`src/rtl/ctn_map_pkg.sv`:
```
/* CTN port address map and timing
   RAM window base, response latency and power-on supply thresholds */

package ctn_map_pkg;

  ////////////////////////////////////////////////////////////////////////////
  // Address map
  ////////////////////////////////////////////////////////////////////////////

  // Must be aligned to the window size
  parameter logic [31:0] RamBase = 32'h0010_0000;

  // Request to response in clk_aon cycles
  parameter int RamLatency = 3;

  ////////////////////////////////////////////////////////////////////////////
  // Emulated supply
  ////////////////////////////////////////////////////////////////////////////

  parameter int PorCountWidth = 4;
  parameter int PorCountMax   = 15;  // Counter saturates here

  // Low below the first, high up to the second, low again up to the third
  parameter int SupplyLowEnd    = 4;
  parameter int SupplyHighEnd   = 8;
  parameter int SupplyGlitchEnd = 12;

endpackage

```
`src/rtl/ctn_por_emu.sv`:
```
/* Emulated power-on supply
   Saturating counter decoded into a low-high-low-high supply, registered as power-good */

`timescale 1ns/1ps

module ctn_por_emu (
  input  logic clk_aon,
  input  logic rst_n_i,
  output logic pok_o
);

  import ctn_map_pkg::*;

  logic [PorCountWidth-1:0] cnt_q;
  logic                     supply;
  logic                     pok_q;

  // Count up once per edge until saturation
  always_ff @(posedge clk_aon or negedge rst_n_i) begin
    if (!rst_n_i) begin
      cnt_q <= '0;
    end else if (cnt_q < PorCountWidth'(PorCountMax)) begin
      cnt_q <= cnt_q + 1'b1;
    end
  end

  // Fake supply pattern with one dropout
  always_comb begin
    if (cnt_q < PorCountWidth'(SupplyLowEnd)) begin
      supply = 1'b0;               // Ramping up
    end else if (cnt_q < PorCountWidth'(SupplyHighEnd)) begin
      supply = 1'b1;               // First good window
    end else if (cnt_q < PorCountWidth'(SupplyGlitchEnd)) begin
      supply = 1'b0;               // Dropout
    end else begin
      supply = 1'b1;               // Stable from here on
    end
  end

  // Power-good lags the count by one edge
  always_ff @(posedge clk_aon or negedge rst_n_i) begin
    if (!rst_n_i) begin
      pok_q <= 1'b0;
    end else begin
      pok_q <= supply;
    end
  end

  assign pok_o = pok_q;

endmodule

```
`config.mk`:
```
export PLATFORM = sky130hd
export DESIGN_NAME = ctn_por_emu
export DESIGN_NICKNAME = d
export VERILOG_FILES = /design/src/rtl/ctn_map_pkg.sv /design/src/rtl/ctn_por_emu.sv
export SDC_FILE = /design/constraint.sdc
export NUM_CORES = 1
export LEC_CHECK = 0
export ABC_AREA = 1
export BUFFER_PORTS_ARGS = -buffer_cell sky130_fd_sc_hd__clkbuf_2
export CELL_PAD_IN_SITES_DETAIL_PLACEMENT = 1
export CELL_PAD_IN_SITES_GLOBAL_PLACEMENT = 1
export CORE_AREA = 2 2 39 41
export DETAILED_ROUTE_END_ITERATION = 16
export DIE_AREA = 0 0 41 43
export PLACE_DENSITY = 0.48
export SYNTH_ARGS = -nofsm -noshare
export SYNTH_HDL_FRONTEND = slang
export SYNTH_SLANG_ARGS = --single-unit
```
`constraint.sdc`:
```
create_clock -name clk_aon -period 1.85 [get_ports clk_aon]
set_clock_uncertainty 0.15 [all_clocks]
set_input_delay 0.2775 -clock clk_aon [delete_from_list [all_inputs] [get_ports clk_aon]]
set_output_delay 0.2775 -clock clk_aon [all_outputs]
set_load 0.005 [all_outputs]
```
# ---- Word-level counts from Yosys, hierarchy flattened
# Index checks and enable logic that the tools add are counted.
dict set report totals {
  output_inout_bits 1
  regBits 5
  elab_cells 10
  in_bits 2
}
dict set report op_classes {
  magnitude_cmp 4
  mux 3
  addsub 1
}
# operator n
set op_table {}
lappend op_table {{< comparator 4 bit (second input constant)} 3}
lappend op_table {{adder 4 x 1 -> 4 bit (second input constant)} 1}
lappend op_table {{< comparator 4 x 3 -> 1 bit (second input constant)} 1}
lappend op_table {{2-to-1 mux 1 bit} 3}

# ---- Logic depth before layout (Yosys ltp)
dict set report depth {
  depth_word 4
  ltp_mapped 5
  depth_no_buf 5
}

# ---- Worst setup path before layout
# OpenSTA, ideal clock, no wires.
dict set report synth_path {
  path_kind {register to register}
  startpoint {register cnt_q[0]}
  endpoint {register cnt_q[3]}
  synth_period_minus_slack_ns 1.104
  arrival_ns 0.838
  t_required_ns 1.584
  path_stages_with_launch 6
  path_slack_ns 0.746
  setup_time_ns 0.116
  n_path_buf 0
  cell_sequence {dfrtp_1 > ha_1 > nand2_2 > nand2_1 > nand2_1 > nand2_1}
}
dict set report synth_between {
  elab_chain_cells 1
  word_cells_on_any_way 2
  classes_between {1 x add/sub; 1 x order compare}
}
# item line
set synth_rtl {}
lappend synth_rtl {{from (decl)} ctn_por_emu.sv:14} ;# logic [PorCountWidth-1:0] cnt_q;
lappend synth_rtl {{from (signal assigned)} ctn_por_emu.sv:23} ;# cnt_q <= cnt_q + 1'b1;
lappend synth_rtl {{adder 4 x 1 -> 4 bit / < comparator 4 bit (equally long branches)} {ctn_por_emu.sv:23, ctn_por_emu.sv:22}}
# Parallel ways exist; a longest one is shown, timed or not.
# A chain may end at the register's enable or synchronous reset.

# ---- Final worst setup path
# Ends and elaborated chain as after synthesis.

==> summary.txt <==
outcome: completed
Crit. End Element: register
largest family of logic cells by synthesized area: simple AND/OR/NAND/NOR gates
Congestion Overflow GR: 0
number of global-route vias before repair: 231
CTS root buf: clkbuf_4
YS warnings: 0
Design Power: 0.246 mW
Final Setup Violations: 0
crit-path max cell delay: 0.41 ns
crit-path max FO: 4
Tot GR Track Use: 8.39%
cells along the critical path: ha_1 > nand2_2 > nand2_1 > nand2_1 > nand2_1
clock sinks: 5
Avg Inst Size Synth: 8.18 µm²
count of pins over their slew limit: 0
largest net degree at the start of global routing: 7
first-pass GRT wire length: 924 µm
synthesized area: 229 µm²
drt pass-1 iters: 3
critical path type: register to register
Power Density: 839 nW/µm²
FILL cells: 164
met1 usage: 7.24%
RR Startpoint: cnt_q[0]
post-synthesis mux area share: 0%
# IOs: 3
Non-Filler Instances: 50
syn nets: 31
via count: 202
H-tree depth: 1
GR peak layer: met2
Max-Cap Viols: 0
sequential element share of the synthesized area: 54.6%
Post-CTS Setup Bufs: 0
cts-stage hold buffer count: 1
TritonCTS clock tree: done
routed length per instance: 10.4 µm
Inst Count DP: 45
Distinct cells, synth: 10
xor and xnor fraction of the mapped netlist area: 0%
gp weighted congestion: 0.711
Vias/cell: 4.04
Worst R2R Setup Slack: 0.65 ns
Reg clk slew, reported paths: 0.05 ns
worst reg2reg path endpoint: cnt_q[3]
Residual DRC: 0
die width: 41 µm
Detail Route Antenna Nets: 0
Critical Path Start Type: register
Worst slew margin: 85.3%
met2 global-route usage: 13.4%
die height: 43 µm
Initial Utilization: 16.5%
worst path arrival time: 1.19 ns
Final Util: 21.2%
post-synthesis register bit count: 5
fin crit share: 65.1%
peak supply drop: 0.287 mV
initial antenna violation count: 0
final WL: 519 µm
RSZ-0062 raised after global routing: false
Buffers on Ports: 2
row count: 14
worst r2r path cells: 5
adder-cell share of the synthesized area: 5.46%
Antenna Cells: 0
worst slew pin tran: 0.220 ns
cells after synthesis: 28
area grow syn2layout: 27.9%
CP Data Required Time: 1.83 ns
DP Wirelength: 398 µm
Final Hold Fails: 0
min Tclk post-route: 1.20 ns
nets: 38
met3 Use GR: 1.57%
achievable clock frequency: 831 MHz
setup TNS: 0 ns
share of layout cells above drive strength 1: 23.5%
worst-case clock buffer depth: 2
Synth Area in Compound Gates: 2.19%
clk_lat worst skew: 0.25 ns
slowest CP cell: dfrtp_1
Post-CTS Resized: 0
Starting DRT DRC Count: 4
cell repeated most along the worst path: nand2_1
P_leak: 0.159 nW
Inserted Clock Buffers: 3
Die Area: 1760 µm²
core area: 1380 µm²
Simple-Gate Fraction of Synth Area: 31.1%
Hold Path Class: primary input to async pin
## worst max-delay path: cells and delay by family, from the launching register on
family | cells | cell delay (ns)
fa+ha+maj | 1 | 0.25
flops | 1 | 0.41
simple gates | 4 | 0.27
## sequential cells by signal, summed over array words and instances, names as in the netlist
register	count
cnt_q	4
pok_o	1
## report_power, final
part | internal [mW] | switching (mW) | total (mW)
Combinational | 0.00213 | 0.00253 | 0.00466
Clock | 0.0787 | 0.0527 | 0.131
Sequential | 0.110 | 0 | 0.110
Total | 0.190 | 0.0552 | 0.246
## per-layer routing
metal	share of wire, %	vias to the layer above
met5	0	-
met4	2.9	0
met3	4.0	2
met2	52	4
met1	41	99
li1	-	97
## through the flow
step                cell area, µm²  hold WS [ns]  setup WS, ns
floorplan                      229        -0.168         0.746
global placement               255       -0.0467         0.718
detailed placement             255       -0.0463         0.656
CTS                            293         0.223         0.637
global route                   293         0.250         0.552
finish                         293         0.233         0.646
## cell usage after synthesis
cell type   n  area (µm²)
nor2_2      1        6.26
inv_1       3        11.3
nand3_1     2        10.0
dfrtp_1     5         125
clkbuf_1    1        3.75
nor2_1      2        7.51
o21ai_0     1        5.00
nand2_1    11        41.3
ha_1        1        12.5
nand2_2     1        6.26
## logic make-up (layout without fill, tap and decap cells)
| logic type | after synthesis | after routing |
|---|---|---|
| compound gates | 1 | 1 |
| fa+ha+maj | 1 | 1 |
| buf+inv | 4 | 10 |
| flops | 5 | 5 |
| simple gates | 17 | 17 |
## cell type report
type / count / area [µm²] / area share, %
Sequential cell: 5 / 125 / 42.7
Multi-Input combinational cell: 19 / 88.8 / 30.3
Clock buffer: 3 / 22.5 / 7.69
Timing Repair Buffer: 3 / 20.0 / 6.84
Tap cell: 16 / 20.0 / 6.84
Inverter: 3 / 11.3 / 3.85
Clock inverter: 1 / 5.00 / 1.71
## cells in the final DEF (no fill, tap or decap)
| master | count |
|---|---|
| clkbuf_2 | 2 |
| clkbuf_4 | 3 |
| clkinv_2 | 1 |
| dfrtp_1 | 5 |
| dlygate4sd3_1 | 1 |
| ha_1 | 1 |
| inv_1 | 3 |
| nand2_1 | 11 |
| nand2_2 | 1 |
| nand3_1 | 2 |
| nor2_1 | 2 |
| nor2_2 | 1 |
| o21ai_0 | 1 |
## worst max path at each step
stage / startpoint / end / cells past startpoint
detailed placement: cnt_q[0] / cnt_q[3] / 5
global route: cnt_q[0] / cnt_q[2] / 4
CTS: cnt_q[0] / cnt_q[3] / 5
finish: cnt_q[0] / cnt_q[3] / 5
global placement: cnt_q[0] / cnt_q[3] / 5
floorplan: cnt_q[0] / cnt_q[3] / 5
No activity file was read; power rests on OpenSTA's default activity.
