## src/rtl/ctn_bus_pkg.sv

```systemverilog
/* CTN port bus definitions
   Request and response structs, data word views and bus widths */

package ctn_bus_pkg;

  ////////////////////////////////////////////////////////////////////////////
  // Widths
  ////////////////////////////////////////////////////////////////////////////

  parameter int AddrWidth = 32;  // Byte address
  parameter int DataWidth = 32;
  parameter int NumBytes  = DataWidth / 8;  // Byte lanes per word

  ////////////////////////////////////////////////////////////////////////////
  // Types
  ////////////////////////////////////////////////////////////////////////////

  // One data word seen whole or as byte lanes
  typedef union packed {
    logic [DataWidth-1:0]     word;
    logic [NumBytes-1:0][7:0] bytes;
  } ctn_word_u;

  // Host request with no grant, up to one per cycle
  typedef struct packed {
    logic                 valid;
    logic                 we;
    logic [AddrWidth-1:0] addr;   // Byte address
    ctn_word_u            wdata;
    logic [NumBytes-1:0]  be;     // Byte enables
  } ctn_req_t;

  // Response returned a fixed number of cycles after the request
  typedef struct packed {
    logic      valid;
    logic      error;
    ctn_word_u rdata;  // Zero on writes and errors
  } ctn_rsp_t;

endpackage

```

## src/rtl/ctn_map_pkg.sv

```systemverilog
/* CTN port address map and timing
   RAM window base, response latency and power-on supply thresholds */

package ctn_map_pkg;

  ////////////////////////////////////////////////////////////////////////////
  // Address map
  ////////////////////////////////////////////////////////////////////////////

  // Must be aligned to the window size
  parameter logic [31:0] RamBase = 32'h0010_0000;

  // Request to response in clk_aon cycles
  parameter int RamLatency = 3;

  ////////////////////////////////////////////////////////////////////////////
  // Emulated supply
  ////////////////////////////////////////////////////////////////////////////

  parameter int PorCountWidth = 4;
  parameter int PorCountMax   = 15;  // Counter saturates here

  // Low below the first, high up to the second, low again up to the third
  parameter int SupplyLowEnd    = 4;
  parameter int SupplyHighEnd   = 8;
  parameter int SupplyGlitchEnd = 12;

endpackage

```

## src/rtl/ctn_sram_adapter.sv

```systemverilog
/* Bus to RAM adapter
   Turns requests into RAM cycles and builds responses from read data or write acks */

`timescale 1ns/1ps

module ctn_sram_adapter #(
  parameter int RamDepth = 1024
) (
  input  logic                          clk_aon,
  input  logic                          rst_n_i,
  input  ctn_bus_pkg::ctn_req_t         req_i,
  output ctn_bus_pkg::ctn_rsp_t         rsp_o,
  // RAM side
  output logic                          mem_req_o,
  output logic                          mem_we_o,
  output logic [$clog2(RamDepth)-1:0]   mem_addr_o,
  output ctn_bus_pkg::ctn_word_u        mem_wdata_o,
  output ctn_bus_pkg::ctn_word_u        mem_wmask_o,
  input  ctn_bus_pkg::ctn_word_u        mem_rdata_i,
  input  logic                          mem_rvalid_i
);

  import ctn_bus_pkg::*;
  import ctn_map_pkg::*;

  localparam int WordAw  = $clog2(RamDepth);
  localparam int ByteOff = $clog2(NumBytes);  // Byte offset bits within a word

  logic [RamLatency-1:0] wack_q;
  logic                  wack;

  ////////////////////////////////////////////////////////////////////////////
  // Request side
  ////////////////////////////////////////////////////////////////////////////

  assign mem_req_o   = req_i.valid;
  assign mem_we_o    = req_i.we;
  assign mem_wdata_o = req_i.wdata;

  // Word index inside the window with the base bits dropped
  assign mem_addr_o = req_i.addr[ByteOff +: WordAw];

  // Each byte enable covers one lane of the bit mask
  always_comb begin
    mem_wmask_o = '0;
    for (int b = 0; b < NumBytes; b++) begin
      mem_wmask_o.bytes[b] = {8{req_i.be[b]}};
    end
  end

  ////////////////////////////////////////////////////////////////////////////
  // Response side
  ////////////////////////////////////////////////////////////////////////////

  // Write flags walk alongside the RAM stages
  always_ff @(posedge clk_aon or negedge rst_n_i) begin
    if (!rst_n_i) begin
      wack_q <= '0;
    end else begin
      wack_q <= {wack_q[RamLatency-2:0], req_i.valid & req_i.we};
    end
  end

  assign wack = wack_q[RamLatency-1];

  always_comb begin
    rsp_o       = '0;
    rsp_o.valid = mem_rvalid_i | wack;
    rsp_o.error = 1'b0;              // RAM itself never fails
    if (mem_rvalid_i) begin
      rsp_o.rdata = mem_rdata_i;
    end
  end

endmodule

```

## config.mk

```make
export PLATFORM = sky130hd
export DESIGN_NAME = ctn_sram_adapter
export DESIGN_NICKNAME = d
export VERILOG_FILES = /design/src/rtl/ctn_bus_pkg.sv /design/src/rtl/ctn_map_pkg.sv /design/src/rtl/ctn_sram_adapter.sv
export SDC_FILE = /design/constraint.sdc
export NUM_CORES = 1
export LEC_CHECK = 0
export BUFFER_PORTS_ARGS = -buffer_cell sky130_fd_sc_hd__buf_4
export CORE_AREA = 5 5 79 81
export CTS_CLUSTER_SIZE = 30
export DETAILED_ROUTE_END_ITERATION = 16
export DIE_AREA = 0 0 84 86
export GPL_TIMING_DRIVEN = 0
export MAX_ROUTING_LAYER = met4
export PLACE_DENSITY = 0.66
export SLEW_MARGIN = 20
export SYNTH_ARGS = -nofsm -noshare
export SYNTH_HDL_FRONTEND = slang
export SYNTH_SLANG_ARGS = --single-unit
```

## constraint.sdc

```tcl
create_clock -name clk_aon -period 1.3 [get_ports clk_aon]
set_input_delay 0.26 -clock clk_aon [delete_from_list [all_inputs] [get_ports clk_aon]]
set_output_delay 0.26 -clock clk_aon [all_outputs]
set_load 0.02 [all_outputs]
```

---- Word-level counts from Yosys, hierarchy flattened ----
Cells that the tools add are included.
storage, ports and cells
  input port bits ......................... 105
  word-level logic and storage cells ...... 4
  flip-flop bits (word level) ............. 3
  output and inout bits ................... 110
operators by class
  bitwise operators ....................... 2
  mux-type cells .......................... 1
operator list
  cell         count
  $mux 32      1
  $and 1x1->1  1
  $or 1x1->1   1

---- Longest topological paths before layout ----
  depth after elaboration ................. 1
  gate-level depth with buffers ........... 2
  depth with buffers taken out ............ 1

---- Worst setup path before layout ----
Ideal clock, no wire load.
  path kind ............................... flip-flop to output port
  start point ............................. register wack_q[2]
  end point ............................... output rsp_o[33] (netlist name)
  arrival time ............................ 0.653 ns
  setup slack ............................. 0.387 ns
  cell stages (with the launch flop) ...... 2
  path buffers ............................ 0
  required time ........................... 1.040 ns
  path through ............................ dfrtp_1 or2_2
RTL lines
  element                 line                    source
  start, declared         ctn_sram_adapter.sv:29  logic [RamLatency-1:0] wack_q;
  start signal, assigned  ctn_sram_adapter.sv:60  wack_q <= {wack_q[RamLatency-2:0], req_i.valid & req_i.we};
  end, declared           ctn_sram_adapter.sv:12  output ctn_bus_pkg::ctn_rsp_t rsp_o,

==> metrics.csv <==
stage;metric;value;unit
outcome;status;finished, final reports clean;
finish;final_util;40.00;%
setup_path;critical_path_class;reg2out;
floorplan;initial_core_util;17.11;%
finish;final_common_cell;buf_4;
floorplan;die_w;84;um
clocking;cts_htree_levels;1;
logic_synthesis;synth.cell_area;924.6;sq um
logic_synthesis;ys.warnings.count;0;
floorplan;core_area;5405;sq um
floorplan;rows;27;
placement;dp_cells;335;
global_routing;grt_pass1_wl;5685;um
logic_synthesis;syn_avg_cell_area;7.836;sq um
floorplan;dieArea;7224;sq um
finish;final_cells;340;
finish;seq_area;75.07;sq um
routing;first_pass_iters;4;
global_routing;grt_pass1_vias;1243;
routing;final_antenna_net_count;0;
logic_synthesis;synthCells;118;
setup_path;critPathSlowestCell;dfrtp_1;
clocking;post-cts-setup-buffers;0;
setup_path;cp-end-kind;primary output;
setup_path;critPathRequiredTime;1040;ps
power_and_ir_drop;p_leak;0.001274;uW
setup_path;crit_fanout;1;
clocking;clkTransAtPathRegs;30;ps
routing;via_per_inst;3.465;
routing;vias;1178;
global_routing;grt_max_degree;11;
setup_path;cpLargestDelayFamily;flip-flops;
logic_synthesis;synth_fp_nets;223;
timing;finalHoldViolCount;0;
clocking;cts_tree;built;
clocking;clk_latency;210;ps
finish;area_growth;133.8;%
timing;fin_setup_tns;0;ps
setup_path;critPathLaunchType;flip-flop;
global_routing;antenna_found_initial;0;
setup_path;crit_chain;or2_2 -> buf_6;
finish;drive_gt1_share;97.39;%
timing;min_period;1248;ps
finish;largest_register_ffs;3;
placement;pre_cts_slack;126.9;ps
routing;avgRoutedWirePerCell;11.44;um
timing;rsz0062_at_grt;no;
logic_synthesis;synthDistinctLibCells;7;
logic_synthesis;seq_area_frac_synth;8.119;%
finish;multi_input_area;256.5;sq um
min_path;min_path_type;in2reg;
setup_path;cpPeakStageDelay;360;ps
timing;setup_ws;52.11;ps
clocking;cts_buffer_depth;2;
routing;post-route-drc-count;0;
finish;nFillCells;566;
global_routing;overflow;0;
finish;antennaDiodeCount;0;
clocking;clkSinkCount;3;
placement;place.gp.congestion;0.8050;
routing;first_iter_violations;6;
timing;fmax;801.4;MHz
finish;mostFrequentLayoutCells;buf_4 (221), and2_2 (32), clkbuf_2 (3), clkbuf_8 (3), dfrtp_1 (3);
finish;largest-register;wack_q;
timing;skew;0.7218;ps
routing;routed_wl;3891;um
floorplan;die_h;86;um
timing;timing.final.max_slew_violations;0;
timing;final.period_utilization;95.99;%
clocking;root_buffer;clkbuf_8;
finish;fin_nets;374;
flow_run;drv_cap;0;
setup_path;cp.arrival;990;ps
placement;dp_hpwl;3627;um
power_and_ir_drop;ir_drop;0.0002600;V
clocking;numCtsBuffers;3;
power_and_ir_drop;p_per_area;554.9;nW/um^2
finish;largest_registers;wack_q (3);
setup_path;cp_num_buf_inv;1;
floorplan;ioPinCount;215;
logic_synthesis;synth_seq_cells;3;
global_routing;grt_usage;9.667;%
placement;portBuffers;145;
timing;setup_viol;0;
-- synth_stat cells --
library cell  count  share of area [%]
buf_4            77                 63
dfrtp_1           3                8.1
conb_1            1               0.41
and2_1            1               0.68
clkbuf_2          3                1.6
or2_2             1               0.68
and2_2           32                 26
-- final timing paths --
path,slack [ps],from,cells after the start,endpoint
worst max-delay path,50,wack_q[2]$_DFF_PN0_,2,rsp_o[33]
worst min-delay path,280,req_i[68],2,wack_q[0]$_DFF_PN0_
worst max register to register,830,wack_q[0]$_DFF_PN0_,0,wack_q[1]$_DFF_PN0_
worst min register to register,340,wack_q[1]$_DFF_PN0_,0,wack_q[2]$_DFF_PN0_
max in group asynchronous,830,rst_n_i,2,wack_q[0]$_DFF_PN0_
min in group asynchronous,370,rst_n_i,2,wack_q[2]$_DFF_PN0_
-- area by class of cell --
type	count	share of cell area [%]
repair buffers	146	50.98
clock buffers	4	2.083
multi-input cells	35	11.86
well taps	72	4.167
flip-flops and latches	3	3.472
plain buffers	80	27.43
-- metrics by stage --
step                      cell area (sq um)  total power [uW]  hold slack, ps
after global placement                 2103             937.9           49.59
after floorplan                       924.6             579.0          -35.59
after CTS                              2158              1223           273.1
after global routing                   2162              1274           280.2
final                                  2162              1200           278.5
after detailed placement               2103             943.6           50.85
-- cell families after synthesis --
group                  count (synthesis)  synth area share, %
buffers and inverters                 80                64.14
and+or+nand+nor                       34                27.34
DFF                                    3                8.119
other                                  1               0.4056
-- power breakdown --
group	leakage [uW]	internal [uW]	switching, uW
Clock	0.0000228	209	55.7
Sequential	0.0000387	98.8	1.50
Combinational	0.00121	468	367
Total	0.00127	776	424
-- what timing repair did --
item,4_1_cts,5_1_grt
hold endpoints to repair,3,0
setup endpoints to repair,0,1
hold buffers,1,0
resized for setup,0,1
-- metal layers --
layer	vias up	share of wire (%)	routed length (um)	global-route usage, %
met3	0	16	619	5.091
met4	0	0	0	1.754
li1	573	-	-	-
met2	124	50	1948	16.92
met5	-	0	0	-
met1	481	34	1323	9.751
(Power assumes the default switching activity.)
