## config.mk

```make
export PLATFORM = sky130hd
export DESIGN_NAME = ctn_steer
export DESIGN_NICKNAME = d
export VERILOG_FILES = /design/src/rtl/ctn_bus_pkg.sv /design/src/rtl/ctn_map_pkg.sv /design/src/rtl/ctn_steer.sv
export SDC_FILE = /design/constraint.sdc
export NUM_CORES = 1
export LEC_CHECK = 0
export BUFFER_PORTS_ARGS = -buffer_cell sky130_fd_sc_hd__buf_2
export CAP_MARGIN = 5
export CORE_AREA = 2 2 81 83
export DETAILED_ROUTE_END_ITERATION = 10
export DIE_AREA = 0 0 83 85
export GPL_ROUTABILITY_DRIVEN = 1
export GPL_TIMING_DRIVEN = 0
export PLACE_DENSITY = 0.67
export SYNTH_ARGS = -nofsm -noshare
export SYNTH_HDL_FRONTEND = slang
export SYNTH_SLANG_ARGS = --single-unit
```

## constraint.sdc

```tcl
create_clock -name clk_aon -period 1.73 [get_ports clk_aon]
set_clock_uncertainty 0.1 [all_clocks]
set_input_delay 0.173 -clock clk_aon [delete_from_list [all_inputs] [get_ports clk_aon]]
set_output_delay 0.173 -clock clk_aon [all_outputs]
set_load 0.01 [all_outputs]
```

## src/rtl/ctn_bus_pkg.sv

```systemverilog
/* CTN port bus definitions
   Request and response structs, data word views and bus widths */

package ctn_bus_pkg;

  ////////////////////////////////////////////////////////////////////////////
  // Widths
  ////////////////////////////////////////////////////////////////////////////

  parameter int AddrWidth = 32;  // Byte address
  parameter int DataWidth = 32;
  parameter int NumBytes  = DataWidth / 8;  // Byte lanes per word

  ////////////////////////////////////////////////////////////////////////////
  // Types
  ////////////////////////////////////////////////////////////////////////////

  // One data word seen whole or as byte lanes
  typedef union packed {
    logic [DataWidth-1:0]     word;
    logic [NumBytes-1:0][7:0] bytes;
  } ctn_word_u;

  // Host request with no grant, up to one per cycle
  typedef struct packed {
    logic                 valid;
    logic                 we;
    logic [AddrWidth-1:0] addr;   // Byte address
    ctn_word_u            wdata;
    logic [NumBytes-1:0]  be;     // Byte enables
  } ctn_req_t;

  // Response returned a fixed number of cycles after the request
  typedef struct packed {
    logic      valid;
    logic      error;
    ctn_word_u rdata;  // Zero on writes and errors
  } ctn_rsp_t;

endpackage

```

## src/rtl/ctn_map_pkg.sv

```systemverilog
/* CTN port address map and timing
   RAM window base, response latency and power-on supply thresholds */

package ctn_map_pkg;

  ////////////////////////////////////////////////////////////////////////////
  // Address map
  ////////////////////////////////////////////////////////////////////////////

  // Must be aligned to the window size
  parameter logic [31:0] RamBase = 32'h0010_0000;

  // Request to response in clk_aon cycles
  parameter int RamLatency = 3;

  ////////////////////////////////////////////////////////////////////////////
  // Emulated supply
  ////////////////////////////////////////////////////////////////////////////

  parameter int PorCountWidth = 4;
  parameter int PorCountMax   = 15;  // Counter saturates here

  // Low below the first, high up to the second, low again up to the third
  parameter int SupplyLowEnd    = 4;
  parameter int SupplyHighEnd   = 8;
  parameter int SupplyGlitchEnd = 12;

endpackage

```

## src/rtl/ctn_steer.sv

```systemverilog
/* CTN request steering
   Window decode, error response pipeline and merge with RAM responses */

`timescale 1ns/1ps

module ctn_steer #(
  parameter int RamDepth = 1024
) (
  input  logic                 clk_aon,
  input  logic                 rst_n_i,
  input  ctn_bus_pkg::ctn_req_t req_i,
  input  logic                 pok_i,
  output ctn_bus_pkg::ctn_req_t ram_req_o,
  input  ctn_bus_pkg::ctn_rsp_t ram_rsp_i,
  output ctn_bus_pkg::ctn_rsp_t rsp_o
);

  import ctn_bus_pkg::*;
  import ctn_map_pkg::*;

  localparam int WinBytes = RamDepth * NumBytes;
  localparam logic [AddrWidth-1:0] WinMask = ~(AddrWidth'(WinBytes - 1));

  logic                  in_win;
  logic                  fwd;
  logic                  err_push;
  logic [RamLatency-1:0] err_q;  // One marker per rejected request

  ////////////////////////////////////////////////////////////////////////////
  // Decode
  ////////////////////////////////////////////////////////////////////////////

  assign in_win   = (req_i.addr & WinMask) == RamBase;
  assign fwd      = req_i.valid & in_win & pok_i;
  assign err_push = req_i.valid & ~fwd;  // Out of window or not powered

  // Only forwarded requests reach the adapter
  always_comb begin
    ram_req_o       = req_i;
    ram_req_o.valid = fwd;
  end

  ////////////////////////////////////////////////////////////////////////////
  // Error pipeline
  ////////////////////////////////////////////////////////////////////////////

  // Same depth as the RAM path so the two never line up on one cycle
  always_ff @(posedge clk_aon or negedge rst_n_i) begin
    if (!rst_n_i) begin
      err_q <= '0;
    end else begin
      err_q <= {err_q[RamLatency-2:0], err_push};
    end
  end

  // Merge
  always_comb begin
    if (err_q[RamLatency-1]) begin
      rsp_o       = '0;
      rsp_o.valid = 1'b1;
      rsp_o.error = 1'b1;   // rdata stays zero
    end else begin
      rsp_o = ram_rsp_i;
    end
  end

endmodule

```

---- Word-level counts from Yosys, hierarchy flattened ----
Index checks and enable logic that the tools add are counted.
cells by class
  eq/ne operators ......................... 1
  mux-type cells .......................... 1
  bitwise operators ....................... 4
operator list
  cell                   number
  $mux W34               1
  $eq A20 B9 Y1 const B  1
  $and A1 B1 Y1          3
  $not A1 Y1             1
word-level totals
  register bits ........................... 3
  output and inout bits ................... 104
  logic and storage cells ................. 7

---- Depth between registers and ports, before layout ----
Gate-level depths: netlist (run 1).
  word-level depth ........................ 5
  gate-level depth with buffers ........... 4

---- Least setup slack after synthesis (run 1) ----
OpenSTA, ideal clock, no wires.
  path kind ............................... input port to output port
  from .................................... in req_i[52] (netlist bit)
  to ...................................... out ram_req_o[69] (netlist bit)
  arrival time ............................ 0.994 ns
  required time ........................... 1.457 ns
  path slack .............................. 0.463 ns
  cell stages on the path ................. 3
  buffers on the path ..................... 1
  cells stage by stage .................... or4_4 > nor3_1 > buf_4
on the way
  word-level cells in the longest chain between the ends .. 3
ends and longest elaborated chain
  what                         RTL line         RTL
  start: declaration           ctn_steer.sv:11  input ctn_bus_pkg::ctn_req_t req_i,
  $eq A20 B9 Y1                ctn_steer.sv:33  assign in_win = (req_i.addr & WinMask) == RamBase;
  $and A1 B1 Y1 (2 in series)  ctn_steer.sv:34  assign fwd = req_i.valid & in_win & pok_i;
  end: declaration             ctn_steer.sv:13  output ctn_bus_pkg::ctn_req_t ram_req_o,
Every way passes these cells.

==> metrics.md, run 1 <==
| Metric | Value |
|---|---|
| Rel. slew slack | `76.0%` |
| Max-cap violations | `0` |
| Most flops, register | `err_q` |
| Crit-path cells | `clkbuf_2 -> or2_2 -> buf_2` |
| Nets | `393` |
| Htree depth | `1` |
| Dominant synthesized flop cell | `dfrtp_1` |
| Placed insts | `357` |
| DP HPWL | `3370 um` |
| Starting Density | `14.4%` |
| Syn Nets | `226` |
| GRT overflow | `0` |
| Top cell type's share of synthesized area | `58.9%` |
| Wire length on met3 | `263 um` |
| EDFF count, synth | `0` |
| Wl on met1 | `1480 um` |
| Layout area overhead | `108%` |
| Synth Register Bits | `3` |
| Net switching power figure | `215 uW` |
| Post-route clock period utilization | `92.7%` |
| Core area | `0.00620 mm2` |
| Die width | `83 um` |
| Fmax | `624 MHz` |
| Clock power frac | `28.4%` |
| Die area | `0.00706 mm2` |
| Number of cells on the worst hold path | `2` |
| Sequential-to-total area share from yosys stat | `8.42%` |
| Initial antenna violation count | `0` |
| CP endpoint kind | `primary output` |
| Worst reg2reg path startpoint | `err_q[1]` |
| Routability cong. | `0.725` |
| Hold EP | `err_q[0]` |
| Pre-antenna DRT Iters | `3` |
| Commonest cells in the synthesized netlist | `buf_4, nor2b_1, clkbuf_1, dfrtp_1` |
| Critical R2R Capture | `err_q[2]` |
| Worst-margin pin slew | `0.356 ns` |
| Peak VDD IR | `0.260 mV` |
| Crit Path Max Fanout | `10` |
| First-pass GRT wire length | `5200 um` |
| Logic pwr share | `60.4%` |
| I/O pin total | `211` |
| Mean Syn Cell Area | `7.50 um2` |
| Clock-pin slew on the worst setup and hold paths | `0.03 ns` |
| Layout cell share with drive strength beyond 1 | `83.9%` |
| Avg WL per Cell | `9.92 um` |
| Biggest regs | `err_q (3)` |
| Remaining antenna violation count | `0` |
| Mapped cell area | `892 um2` |
| Tot GR Track Use | `8.75%` |
| Max layer used | `met3` |
| Largest net degree at the start of global routing | `11` |
| CTS tree | `built` |
| Vias per inst | `3.39` |
| Fin crit period | `1.60 ns` |
| Netlist cell types | `12` |
| Cell area power density | `376 mW/mm2` |
| Starting DRT DRC Count | `16` |
| Remaining DRCs | `0` |
| Final setup TNS | `0 ns` |
| Post-layout instance count excluding filler cells | `362` |
| Critical Path RT | `1.46 ns` |
| Leak pwr | `0.00115 uW` |
| Internal power | `481 uW` |
| Clk root buf | `clkbuf_8` |
| RSZ-0062 raised after global routing | `false` |
| Switch share | `30.9%` |
| Hold_sp | `req_i[69]` |
| Synthesized instance count | `119` |
| Sinks on Clock Net | `3` |
| YS warnings | `0` |
| Cell with the largest stage delay on the worst path | `dfrtp_1` |
| N_diodes | `0` |
| Final wirelength | `3590 um` |
| Hold crit path type | `in -> reg` |
| Startpoint types | `flip-flop` |
| Critical path class | `reg -> out` |
| Final hold vios | `0` |
| Max reg flops | `3` |
| WP data arrival | `1.33 ns` |
| Rows | `29` |
| Outcome | `completed` |
| Routed wl met2 | `1840 um` |
| Most frequent cell after synthesis | `buf_4` |
| Die Y | `85 um` |
| Via count | `1226` |
| FF-to-FF setup slack | `1.16 ns` |
| I/O Buffers | `161` |
| Sequential share of power | `11.2%` |
| Most area-consuming cells after synthesis | `buf_4, nor2b_1, dfrtp_1, nor4b_1, nor4_1` |
| Post-CTS setup buffer count | `0` |
| Worst reg2reg path depth | `0` |
| CP max stage delay | `0.46 ns` |
| CTS Buf Count | `3` |
| Final setup vio count | `0` |
| Skew-Pair Late Insertion Delay | `0.21 ns` |
| Asr flop ratio synth | `100%` |
| Max Root-Sink Buffers | `2` |
| Fin. max-slew vios | `0` |
| Vias in the first global route | `1112` |
| Area leader, netlist | `buf_4` |
[how the worst max path moves through the flow]
stage | from | end | slack [ns] | cells past startpoint
6_report | err_q[2] | rsp_o[32] | 0.13 | 3
5_1_grt | err_q[2] | rsp_o[6] | 0.001 | 3
4_1_cts | err_q[2] | rsp_o[32] | 0.04 | 3
3_5_place_dp | req_i[60] | ram_req_o[69] | 0.11 | 6
3_3_place_gp | req_i[60] | ram_req_o[69] | 0.15 | 6
2_1_floorplan | req_i[52] | ram_req_o[69] | 0.46 | 3
[cell families (layout without fill, tap and decap cells)]
logic type             count (synthesis)  after routing  share of synthesized area, %
DFF                                    3              3                          8.41
buffers and inverters                 73            239                          60.2
and+or+nand+nor                       42             42                          30.4
AOI/OAI and AO/OA                      1              1                         0.982
[per-stage QoR]
stage / util (%) / setup slack [ns] / area, um2 / hold slack [ns] / total power (uW)
after CTS: 29.8 / 0.0448 / 1850 / 0.116 / 709
after detailed placement: 28.9 / 0.111 / 1790 / -0.126 / 501
after floorplan: - / 0.463 / 892 / -0.223 / 308
after global routing: 29.8 / 0.00148 / 1850 / 0.125 / 747
final: 29.8 / 0.127 / 1850 / 0.117 / 696
after global placement: 28.9 / 0.149 / 1790 / -0.128 / 496
[worst max-delay path, delay by kind of cell (launching register included)]
kind	cells	cell delay, ns
flip-flops	1	0.46
buffers and inverters	2	0.36
AND/OR/NAND/NOR	1	0.31
[final cells by class]
cell class / instances / area (um2)
Clock buffer: 4 / 45.0
Tap cell: 77 / 96.3
Sequential cell: 3 / 75.1
Multi-Input combinational cell: 43 / 280
Fill cell: 664 / 4350
Timing Repair Buffer: 162 / 816
Buffer: 73 / 539
[per-layer routing]
| layer | global-route usage (%) | vias to the layer above |
|---|---|---|
| met3 | 1.65 | 0 |
| met5 | 0 | - |
| met1 | 11.9 | 523 |
| met4 | 1.34 | 0 |
| li1 | - | 633 |
| met2 | 14.7 | 70 |
[power by group through the flow]
stage	clock network, uW	logic (uW)	registers (uW)
floorplan	0	231	76.9
global placement	0	417	78.3
detailed placement	0	422	79.0
CTS	205	425	78.2
global route	214	454	78.7
finish	198	420	77.6
[timing repair]
action,4_1_cts,5_1_grt
setup endpoints to repair,0,12
endpoints found under the hold margin,3,0
hold buffers,1,0
resized for setup,0,4
[cells in the final DEF, fill, tap and decap left out, drive strengths merged]
master and count:
buf 231, nor2b 32, clkbuf 7, dfrtp 3
nor4 2, nor4b 2, or2 2, nand2b 1
or4 1, nand4 1, nor3 1, o31a 1
dlygate4sd3 1
(Power assumes the default switching activity.)
==> run 2: changes to the inputs <==
- CORE_AREA: 2 2 81 83 -> 2 2 82 84
- DIE_AREA: 0 0 83 85 -> 0 0 84 86
- MAX_ROUTING_LAYER: default -> met4
- PLACE_DENSITY: 0.67 -> 0.66
- clock period: 1.73 -> 1.5 ns (I/O delays scaled with it)
==> run 2 against run 1 <==
  * Final cell count increased by 1.1%
  * Clock power increased by 17%
  * Largest cell class unchanged
  * Core utilization increased by 0.89 points
==> metrics.md, run 2 (synthesis results as in run 1) <==
| Metric | Value |
|---|---|
| Net switching power figure | `256 uW (+19%)` |
| GRT overflow | `0 (unchanged)` |
| Sinks on Clock Net | `3 (unchanged)` |
| Remaining antenna violation count | `0 (unchanged)` |
| Sequential cell area | `76.3 um2 (+1.7%)` |
| First-pass GRT wire length | `5190 um (-0.27%)` |
| Crit Path Max Fanout | `2 (-8)` |
| Starting Density | `14.2% (-0.17 points)` |
| Rel. slew slack | `79.9% (+3.9 points)` |
| Clock power frac | `28.0% (-0.4 points)` |
| Critical R2R Capture | `err_q[2]` |
| Hold_sp | `req_i[69]` |
| Logic pwr share | `61.2% (+0.8 points)` |
| Final wirelength | `3670 um (+2.1%)` |
| Via count | `1234 (+0.65%)` |
| Max-cap violations | `0 (unchanged)` |
| Final setup TNS | `0 ns (unchanged)` |
| Die width | `84 um (+1.2%)` |
| Critical path class | `in -> out` |
| Vias per inst | `3.37 (-0.45%)` |
| Routability cong. | `0.710 (-2.1%)` |
| Total power | `828 uW (+19%)` |
| Biggest regs | `err_q (3)` |
| Most flops, register | `err_q` |
| Rows | `29 (unchanged)` |
| Largest net degree at the start of global routing | `11 (unchanged)` |
| N_diodes | `0 (unchanged)` |
| Switch share | `30.9% (+0.049 points)` |
| I/O Buffers | `161 (unchanged)` |
| Top cell by count, worst path | `buf_2` |
| Die area | `0.00722 mm2 (+2.4%)` |
| Clk root buf | `clkbuf_8` |
| CP max stage delay | `0.53 ns (+0.07 ns)` |
| Most common cell after layout, fill and taps aside | `buf_2` |
| WP data arrival | `1.20 ns (-0.13 ns)` |
| Fill cell count | `676 (+1.8%)` |
| Startpoint types | `input port` |
| FF-to-FF setup slack | `0.93 ns (-0.23 ns)` |
| Leak pwr | `0.00119 uW (+3.2%)` |
| CTS Buf Count | `3 (unchanged)` |
| Nets | `397 (+1.0%)` |
| Fin area | `0.00193 mm2 (+4.2%)` |
| Outcome | `completed` |
| Core area | `0.00628 mm2 (+1.2%)` |
| Internal power | `572 uW (+19%)` |
| Placed Area | `0.00179 mm2 (unchanged)` |
| Initial antenna violation count | `0 (unchanged)` |
| Multi-input logic area | `299 um2 (+6.7%)` |
| Final hold vios | `0 (unchanged)` |
| Critical Path RT | `1.25 ns (-0.21 ns)` |
| Skew-Pair Late Insertion Delay | `0.21 ns (about the same)` |
| Clock-pin slew on the worst setup and hold paths | `0.03 ns (about the same)` |
| Cell area power density | `429 mW/mm2 (+14%)` |
| Hold WS | `0.0924 ns (-0.0249 ns)` |
| Starting DRT DRC Count | `12 (-4)` |
| Peak VDD IR | `0.479 mV (+84%)` |
| CP endpoint kind | `primary output` |
| Worst reg2reg path depth | `0 (unchanged)` |
| I/O pin total | `211 (unchanged)` |
| Post-route clock period utilization | `96.8%` |
| Worst-margin pin slew | `0.297 ns (-0.0597 ns)` |
| Final setup vio count | `0 (unchanged)` |
| Worst reg2reg path startpoint | `err_q[1]` |
| Max reg flops | `3 (unchanged)` |
| RSZ-0062 raised after global routing | `true` |
| Pre-antenna DRT Iters | `4 (+1)` |
| Vias in the first global route | `1118 (+0.54%)` |
| Hold crit path type | `in -> reg` |
| Htree depth | `1 (unchanged)` |
| Hold EP | `err_q[0]` |
| CTS tree | `built` |
| Crit-path cells | `buf_2 -> or4_4 -> nor3_1 -> buf_4 -> buf_2` |
| Tot GR Track Use | `8.64% (-0.11 points)` |
| Cell with the largest stage delay on the worst path | `or4_4` |
| Fmax | `688 MHz` |
| Commonest non-fill, non-tap cells in the layout | `buf_2, buf_4, nor2b_1` |
| DP HPWL | `3280 um (-2.9%)` |
| Remaining DRCs | `0 (unchanged)` |
| Max Root-Sink Buffers | `2 (unchanged)` |
| Avg WL per Cell | `10.0 um (+1.0%)` |
| Die Y | `86 um (+1.2%)` |
| Number of cells on the worst hold path | `2 (unchanged)` |
| Layout area overhead | `116%` |
| Fin crit period | `1.45 ns` |
| Layout cell share with drive strength beyond 1 | `86.2% (+2.3 points)` |
| Sequential share of power | `10.8% (-0.4 points)` |
| Final Core Density | `30.7% (+0.89 points)` |
| Fin. max-slew vios | `0 (unchanged)` |
## run 2: changes by cell type in the layout (fill, tap and decap cells not counted)
cell,before,now
buf_2,161,159
buf_8,0,1
nor4_1,2,1
or2_2,2,0
nor2b_2,0,3
nor2b_1,32,29
buf_4,70,73
clkbuf_1,2,1
or2_4,0,2
dfrtp_1,3,2
buf_6,0,3
nor4_2,0,1
dfrtp_2,0,1
## run 2: power by group through the flow
stage	Clock, uW	Sequential, uW	Combinational (uW)
final	232	89.4	507
after global routing	251	90.4	548
after CTS	239	90.1	506
after detailed placement	0	91.3	485
after global placement	0	90.7	479
after floorplan	0	88.7	266
## run 2: worst max-delay path by stage
stage / to / cells after the start / start
2_1_floorplan: ram_req_o[69] / 3 / req_i[52]
3_3_place_gp: ram_req_o[69] / 6 / req_i[60]
3_5_place_dp: ram_req_o[69] / 6 / req_i[60]
4_1_cts: rsp_o[27] / 4 / err_q[2]
5_1_grt: rsp_o[31] / 4 / err_q[2]
6_report: ram_req_o[69] / 5 / req_i[52]
## run 2: metal layers
metal	global-route usage [%]	vias to the layer above	share of wire, %
met5	-	-	0
met4	0.880	0	0
met3	1.54	0	6.5
met2	15.3	68	55
met1	10.7	526	39
li1	-	640	-
## run 2: final cells by class
| cell class | instances | share of cell area (%) |
|---|---|---|
| repair buffers | 166 | 44.7 |
| multi-input cells | 43 | 15.5 |
| well taps | 77 | 4.99 |
| plain buffers | 73 | 28.5 |
| flip-flops and latches | 3 | 3.96 |
| clock buffers | 4 | 2.33 |
## run 2: stage by stage
stage               std cells  worst slack (ns)
finish                    366            0.0473
global route              366          -0.00729
CTS                       365          0.000375
detailed placement        357           -0.0453
global placement          357           -0.0329
floorplan                 119             0.279
## run 2: timing repair
action	4_1_cts	5_1_grt
hold endpoints to repair	3	0
hold buffers	1	0
setup buffers	3	1
endpoints found under the setup margin	31	19
cloned	0	0
resized for setup	10	7
## run 2: worst max-delay path, delay by kind of cell
kind,cells,cell delay [ns]
buffers and inverters,3,0.35
AND/OR/NAND/NOR,2,0.71
